===== src/fifo_data_pkg.sv =====
package fifo_data_pkg;

  // Word and bank geometry
  localparam int DWIDTH = 32;
  localparam int BANK_DEPTH = 4;

  // Per-bank occupancy where half_full turns on
  localparam int BANK_HALF = 2;

  // One stored word
  typedef logic [DWIDTH-1:0] data_t;

  // Bank occupancy, 0 up to BANK_DEPTH inclusive
  typedef logic [$clog2(BANK_DEPTH+1)-1:0] bank_cnt_t;

  // Read or write slot inside a bank, wraps at BANK_DEPTH
  typedef logic [$clog2(BANK_DEPTH)-1:0] bank_ptr_t;

endpackage


===== src/lane_pkg.sv =====
package lane_pkg;

  // One bank per push lane
  localparam int NUM_LANES = 4;

  // Start pointer, names the bank that takes the next entry
  typedef logic [$clog2(NUM_LANES)-1:0] lane_id_t;

  // One bit per bank or per push lane
  typedef logic [NUM_LANES-1:0] lane_mask_t;

endpackage


===== src/bank_if.sv =====
`timescale 1ns/1ps

interface bank_if
  import fifo_data_pkg::*;
();

  // Driven by the steering blocks
  logic push;
  data_t in_data;
  logic pop;

  // Driven by the bank
  data_t out_data;
  logic full;
  logic empty;
  logic half_full;
  logic idle;

  modport bank (
    input push,
    input in_data,
    input pop,
    output out_data,
    output full,
    output empty,
    output half_full,
    output idle
  );

  modport writer (
    output push,
    output in_data
  );

  modport reader (
    output pop,
    input out_data
  );

  modport monitor (
    input full,
    input empty,
    input half_full,
    input idle
  );

endinterface


===== src/fifo_bank.sv =====
`timescale 1ns/1ps

module fifo_bank
  import fifo_data_pkg::*;
(
  input logic clk,
  input logic reset,
  bank_if.bank bif
);

  data_t mem [BANK_DEPTH];
  bank_ptr_t wr_ptr;
  bank_ptr_t rd_ptr;
  bank_cnt_t count;
  logic is_full;
  logic is_empty;
  logic do_push;
  logic do_pop;

  assign is_full = (count == bank_cnt_t'(BANK_DEPTH));
  assign is_empty = (count == '0);

  // Push into a full bank is dropped, pop from an empty one ignored
  assign do_push = bif.push && !is_full;
  assign do_pop = bif.pop && !is_empty;

  always_ff @(posedge clk) begin
    if (do_push) begin
      mem[wr_ptr] <= bif.in_data;
    end
  end

  always_ff @(posedge clk) begin
    if (reset) begin
      wr_ptr <= '0;
      rd_ptr <= '0;
      count <= '0;
    end else begin
      if (do_push) begin
        wr_ptr <= wr_ptr + bank_ptr_t'(1);
      end
      if (do_pop) begin
        rd_ptr <= rd_ptr + bank_ptr_t'(1);
      end
      case ({do_push, do_pop})
        2'b10: count <= count + bank_cnt_t'(1);
        2'b01: count <= count - bank_cnt_t'(1);
        default: count <= count;
      endcase
    end
  end

  // Head word, stale when empty
  assign bif.out_data = mem[rd_ptr];

  assign bif.full = is_full;
  assign bif.empty = is_empty;
  assign bif.half_full = (count >= bank_cnt_t'(BANK_HALF));
  assign bif.idle = is_empty && !bif.push;

endmodule


===== src/push_steer.sv =====
`timescale 1ns/1ps

module push_steer
  import fifo_data_pkg::*;
  import lane_pkg::*;
(
  input logic clk,
  input logic reset,
  input logic push0,
  input logic push1,
  input logic push2,
  input logic push3,
  input data_t in_data0,
  input data_t in_data1,
  input data_t in_data2,
  input data_t in_data3,
  bank_if.writer banks [NUM_LANES]
);

  lane_id_t start_id;
  lane_id_t push_adv;
  lane_mask_t push_mask;
  lane_mask_t bank_push;
  data_t [NUM_LANES-1:0] lane_data;
  data_t [NUM_LANES-1:0] bank_data;

  assign push_mask = {push3, push2, push1, push0};
  assign lane_data = {in_data3, in_data2, in_data1, in_data0};

  // Four pushes wrap back to the same start bank
  assign push_adv = lane_id_t'($countones(push_mask));

  always_ff @(posedge clk) begin
    if (reset) begin
      start_id <= '0;
    end else if (|push_mask) begin
      start_id <= start_id + push_adv;
    end
  end

  // Lane k lands on bank start + k
  always_comb begin
    case (start_id)
      2'd1: begin
        bank_push = {push_mask[2:0], push_mask[3]};
        bank_data = {lane_data[2:0], lane_data[3]};
      end
      2'd2: begin
        bank_push = {push_mask[1:0], push_mask[3:2]};
        bank_data = {lane_data[1:0], lane_data[3:2]};
      end
      2'd3: begin
        bank_push = {push_mask[0], push_mask[3:1]};
        bank_data = {lane_data[0], lane_data[3:1]};
      end
      default: begin
        bank_push = push_mask;
        bank_data = lane_data;
      end
    endcase
  end

  for (genvar b = 0; b < NUM_LANES; b++) begin : g_bank
    assign banks[b].push = bank_push[b];
    assign banks[b].in_data = bank_data[b];
  end

endmodule


===== src/pop_steer.sv =====
`timescale 1ns/1ps

module pop_steer
  import fifo_data_pkg::*;
  import lane_pkg::*;
(
  input logic clk,
  input logic reset,
  input logic pop0,
  input logic pop1,
  bank_if.reader banks [NUM_LANES],
  output data_t out_data0,
  output data_t out_data1
);

  lane_id_t start_id;
  lane_id_t pop_adv;
  lane_mask_t bank_pop;
  data_t [NUM_LANES-1:0] head;

  // Either one or two pops per cycle
  assign pop_adv = lane_id_t'(pop0) + lane_id_t'(pop1);

  always_ff @(posedge clk) begin
    if (reset) begin
      start_id <= '0;
    end else if (pop0 || pop1) begin
      start_id <= start_id + pop_adv;
    end
  end

  always_comb begin
    case (start_id)
      2'd1: begin
        bank_pop = {1'b0, pop1, pop0, 1'b0};
        out_data0 = head[1];
        out_data1 = head[2];
      end
      2'd2: begin
        bank_pop = {pop1, pop0, 2'b00};
        out_data0 = head[2];
        out_data1 = head[3];
      end
      2'd3: begin
        bank_pop = {pop0, 2'b00, pop1};
        out_data0 = head[3];
        out_data1 = head[0];
      end
      default: begin
        bank_pop = {2'b00, pop1, pop0};
        out_data0 = head[0];
        out_data1 = head[1];
      end
    endcase
  end

  for (genvar b = 0; b < NUM_LANES; b++) begin : g_bank
    assign banks[b].pop = bank_pop[b];
    assign head[b] = banks[b].out_data;
  end

endmodule


===== src/fifo_status.sv =====
`timescale 1ns/1ps

module fifo_status
  import fifo_data_pkg::*;
  import lane_pkg::*;
(
  bank_if.monitor banks [NUM_LANES],
  output logic full,
  output logic one_left_to_full,
  output logic two_left_to_full,
  output logic three_left_to_full,
  output logic half_full,
  output logic empty,
  output logic one_left_to_empty,
  output logic idle
);

  lane_mask_t bank_full;
  lane_mask_t bank_empty;
  lane_mask_t bank_half;
  lane_mask_t bank_idle;
  bank_cnt_t full_cnt;
  bank_cnt_t busy_cnt;

  for (genvar b = 0; b < NUM_LANES; b++) begin : g_bank
    assign bank_full[b] = banks[b].full;
    assign bank_empty[b] = banks[b].empty;
    assign bank_half[b] = banks[b].half_full;
    assign bank_idle[b] = banks[b].idle;
  end

  // Banks stay within one entry of each other, so full banks give the count
  assign full_cnt = bank_cnt_t'($countones(bank_full));
  assign busy_cnt = bank_cnt_t'($countones(~bank_empty));

  assign full = (full_cnt == bank_cnt_t'(4));
  assign one_left_to_full = (full_cnt == bank_cnt_t'(3));
  assign two_left_to_full = (full_cnt == bank_cnt_t'(2));
  assign three_left_to_full = (full_cnt == bank_cnt_t'(1));

  assign half_full = &bank_half;
  assign empty = &bank_empty;
  assign idle = &bank_idle;

  // Single stored entry
  assign one_left_to_empty = (busy_cnt == bank_cnt_t'(1)) && (full_cnt == '0);

endmodule


===== src/wide_fifo_4w2r.sv =====
`timescale 1ns/1ps

module wide_fifo_4w2r
  import fifo_data_pkg::*;
  import lane_pkg::*;
(
  input logic clk,
  input logic reset,
  input logic push0,
  input logic push1,
  input logic push2,
  input logic push3,
  input data_t in_data0,
  input data_t in_data1,
  input data_t in_data2,
  input data_t in_data3,
  input logic pop0,
  input logic pop1,
  output data_t out_data0,
  output data_t out_data1,
  output logic full,
  output logic one_left_to_full,
  output logic two_left_to_full,
  output logic three_left_to_full,
  output logic half_full,
  output logic empty,
  output logic one_left_to_empty,
  output logic idle
);

  bank_if bif [NUM_LANES] ();

  push_steer u_push (
    .clk (clk),
    .reset (reset),
    .push0 (push0),
    .push1 (push1),
    .push2 (push2),
    .push3 (push3),
    .in_data0 (in_data0),
    .in_data1 (in_data1),
    .in_data2 (in_data2),
    .in_data3 (in_data3),
    .banks (bif)
  );

  pop_steer u_pop (
    .clk (clk),
    .reset (reset),
    .pop0 (pop0),
    .pop1 (pop1),
    .banks (bif),
    .out_data0 (out_data0),
    .out_data1 (out_data1)
  );

  // Bank b holds stream entries b, b+4, b+8 and b+12
  for (genvar b = 0; b < NUM_LANES; b++) begin : g_bank
    fifo_bank u_bank (
      .clk (clk),
      .reset (reset),
      .bif (bif[b])
    );
  end

  fifo_status u_status (
    .banks (bif),
    .full (full),
    .one_left_to_full (one_left_to_full),
    .two_left_to_full (two_left_to_full),
    .three_left_to_full (three_left_to_full),
    .half_full (half_full),
    .empty (empty),
    .one_left_to_empty (one_left_to_empty),
    .idle (idle)
  );

endmodule


===== config.mk =====
export PLATFORM = sky130hd
export DESIGN_NAME = wide_fifo_4w2r
export DESIGN_NICKNAME = d
export VERILOG_FILES = /design/src/fifo_data_pkg.sv /design/src/lane_pkg.sv /design/src/bank_if.sv /design/src/fifo_bank.sv /design/src/push_steer.sv /design/src/pop_steer.sv /design/src/fifo_status.sv /design/src/wide_fifo_4w2r.sv
export SDC_FILE = /design/constraint.sdc
export NUM_CORES = 1
export LEC_CHECK = 0
export CAP_MARGIN = 20
export CORE_UTILIZATION = 41
export DETAILED_ROUTE_END_ITERATION = 10
export DONT_BUFFER_PORTS = 1
export PLACE_DENSITY = 0.55
export SYNTH_ARGS = -nofsm -noshare
export SYNTH_HDL_FRONTEND = slang
export SYNTH_HIERARCHICAL = 1
export SYNTH_SLANG_ARGS = --single-unit

===== constraint.sdc =====
create_clock -name clk -period 3.61 [get_ports clk]
set_input_delay 0.722 -clock clk [delete_from_list [all_inputs] [get_ports clk]]
set_output_delay 0.722 -clock clk [all_outputs]
set_load 0.05 [all_outputs]

==> results.py <==
metrics = {
    "synth": {
        "synth_top_family_by_area": "multiplexers",
        "ys_types": 36,
        "ys_seq_elements": 552,
        "synthTopCellsByArea": "edfxtp_1 59%, mux4_2 18%, mux4_1 11%",
        "syn-cell-area_um2": 26300,
        "ys_async_sr_fraction_pct": 0,
        "synth-compound-area-share_pct": 0.838,
        "syn_nets": 1361,
        "avgSynthCellArea_um2": 22.1,
        "muxShareOfSynthArea_pct": 29.7,
        "synth_cells": 1190,
        "synth_top_area_share_pct": 58.5,
        "synthSimpleGateAreaFrac_pct": 2.31,
        "yosys.area_share.adder_pct": 1.92,
        "seq_area_frac_synth_pct": 61.6,
        "yosys.area.top_type": "edfxtp_1",
        "synthXorXnorAreaFrac_pct": 0.433,
        "ys.flop_type": "edfxtp_1",
        "synth-warning-count": 6,
        "synth_edf_count": 512,
    },
    "setup_path": {
        "cp-end-kind": "output pin",
        "crit_fanout": 4,
        "crit_start": "g_bank[1].u_bank/count[0]$_SDFFE_PP0P_",
        "cp_data_arrival_time_ns": 3.06,
        "critPathLaunchType": "flip-flop",
        "cp.required_ns": 2.89,
        "worstSetupPathType": "reg -> out",
        "r2r-start": "u_push/start_id[1]$_SDFFE_PP0P_",
        "reg2reg_slack_ns": 0.88,
    },
    "finish": {
        "multi_input_area_um2": 9350,
        "instances_no_fill": 2136,
        "diodes": 0,
        "nFillCells": 5212,
        "ff_latch_area_um2": 16200,
        "fin_util_pct": 46.6,
        "drive_above_1_share_pct": 33.3,
        "syn_to_final_growth_pct": 12.0,
        "postLayoutCellArea_um2": 29400,
        "layout.nets": 1412,
    },
    "floorplanning": {
        "initial_core_util_pct": 41.6,
        "die_w_um": 255,
        "die_area_um2": 65100,
        "dieHeight_um": 255,
        "rows": 92,
        "core_region_area_um2": 63200,
        "io_pins": 208,
    },
    "sta": {
        "fmax_ghz": 0.264,
        "fin_crit_sh_pct": 105,
        "rsz0062_at_grt": "yes",
        "relSlewSlack_pct": 43.1,
        "clock_skew_ns": 0.0273,
        "final.min_clock_period_ns": 3.78,
        "setup_viol": 1,
        "maxSlewViolCount": 0,
        "setup_ws_ns": -0.174,
        "fin_setup_tns_ns": -0.174,
        "worst_slew_pin_slew_ns": 0.854,
        "finalHoldViolations": 0,
        "holdWs_ns": 0.189,
    },
    "placement": {
        "dp_slack_ns": 0.172,
        "gp_congestion": 0.762,
        "placed_area_um2": 27400,
        "place_inst": 2018,
        "hpwl_um": 41800,
        "port_buffers": 0,
    },
    "status": {
        "status": "finished, violations left",
        "violations": "negative setup slack",
    },
    "drt": {
        "num_vias": 12800,
        "drt_iter0_drc": 1046,
        "drc": 0,
        "ant_nets": 0,
        "wirelength_um": 64400,
        "wl_per_cell_um": 30.1,
        "post_drt_via_cell_ratio": 6.01,
        "dr.pass1.iters": 4,
    },
    "cts": {
        "cts_hold_buf": 0,
        "cts_tree": "done",
        "cts_made_buffers": 58,
        "cts_num_sinks": 552,
        "cts_max_level": 2,
        "clock_latency_ns": 0.62,
        "ctsLongestPathBuffers": 3,
        "cts_root_buf": "clkbuf_16",
        "clk_pin_slew_worst_paths_ns": 0.06,
    },
    "min_path": {
        "hp-class": "in -> reg",
        "min_from": "reset",
    },
    "power": {
        "leakagePower_nw": 9.34,
        "powerDensity_nw_per_um2": 798,
        "power_mw": 23.5,
        "ir_drop_v": 0.000557,
    },
    "grt": {
        "antenna_found_initial": 0,
        "grt_pass1_wl_um": 91700,
        "grt_util_all_layers_pct": 20.1,
        "grt_overflow": 0,
        "grt_pass1_vias": 13000,
        "grt_max_degree": 49,
    },
    "flow_run": {
        "drv_cap": 0,
    },
}
[area by class of cell]
type                    instances  share of cell area, %
clock buffers                  74                   5.28
well taps                     846                   3.60
repair buffers                 69                   2.76
flip-flops and latches        552                   55.1
clock inverters                35                  0.969
inverters                      42                  0.536
multi-input cells             518                   31.8
[layer usage]
metal	track usage, %	vias up	share of wire [%]
met1	27.5	7076	42
li1	-	5338	-
met3	3.85	71	5.5
met4	4.02	0	1.5
met5	0	-	0
met2	33.6	358	51
[sequential cells by signal, indices dropped and copies added, names as in the netlist, named ones only]
name and count:
g_bank.u_bank/count 12, u_push/start_id 2, g_bank.u_bank/rd_ptr 8, g_bank.u_bank/wr_ptr 8, g_bank.u_bank/mem 512, u_pop/start_id 2
[worst max-delay path: stages, from the launching register on]
cell and delay, ns:
dfxtp_4 0.37, nor3b_4 0.23, inv_2 0.06, fa_1 0.52, inv_2 0.05, ha_4 0.15
ha_4 0.21, or4b_4 0.54, nor3_4 0.16, buf_12 0.16
[repair_timing]
action,in CTS,in global routing
endpoints found under the setup margin,6,4
pin swaps,9,11
gates resized for setup,14,19
buffers inserted,7,2
endpoints found under the hold margin,0,0
[synthesized netlist by cell type (5+ instances only)]
| cell | number |
|---|---|
| buf_4 | 12 |
| and2_1 | 16 |
| xor2_1 | 12 |
| buf_2 | 17 |
| edfxtp_1 | 512 |
| o21ai_0 | 16 |
| or3_1 | 13 |
| mux4_1 | 111 |
| nor2_1 | 27 |
| ha_1 | 26 |
| buf_6 | 44 |
| inv_1 | 42 |
| dfxtp_1 | 40 |
| nor3_2 | 5 |
| fa_1 | 9 |
| a21oi_1 | 18 |
| nand2b_1 | 9 |
| mux2i_1 | 7 |
| nand2_1 | 5 |
| mux4_2 | 213 |
[cell families (layout without fill, tap and decap cells)]
| group | Yosys count | count (layout) |
|---|---|---|
| flops | 552 | 552 |
| mux | 332 | 332 |
| buf+inv | 120 | 220 |
| simple gates | 100 | 100 |
| compound gates | 38 | 38 |
| fa+ha+maj | 35 | 35 |
| xor+xnor | 13 | 13 |
[cell usage in the layout, fill, tap and decap left out, types with 2 or more instances in the layout]
cell type,n
edfxtp_1,512
mux4_2,214
mux4_1,110
clkbuf_16,60
buf_4,42
inv_1,38
nor2_1,27
ha_1,24
buf_12,22
dfxtp_1,19
a21oi_1,18
and2_2,16
o21ai_0,16
clkinv_1,15
clkinv_2,14
clkbuf_1,14
or3_1,13
dfxtp_2,13
xor2_1,12
nand2b_1,9
fa_1,9
dfxtp_4,8
mux2i_1,7
nand2_1,5
buf_6,5
bufinv_16,4
o31ai_2,4
nor3_4,4
nor4_1,4
or2_2,4
nor3b_2,4
inv_2,4
nor3b_4,3
nor2b_1,2
and4_1,2
ha_4,2
[final timing paths]
path | depth (start not counted) | to
min | 1 | flip-flop
max reg2reg | 10 | g_bank[3].u_bank/count[2]$_SDFFE_PP0P_
max | 9 | one_left_to_empty
min reg2reg | 2 | flip-flop
[power by group]
group	switching (mW)	internal [mW]	leakage, nW
Clock	2.45	3.32	0.906
Combinational	5.30	3.17	3.40
Sequential	0.471	8.77	5.04
Total	8.22	15.3	9.34
Power figures use the tool's default switching activity.
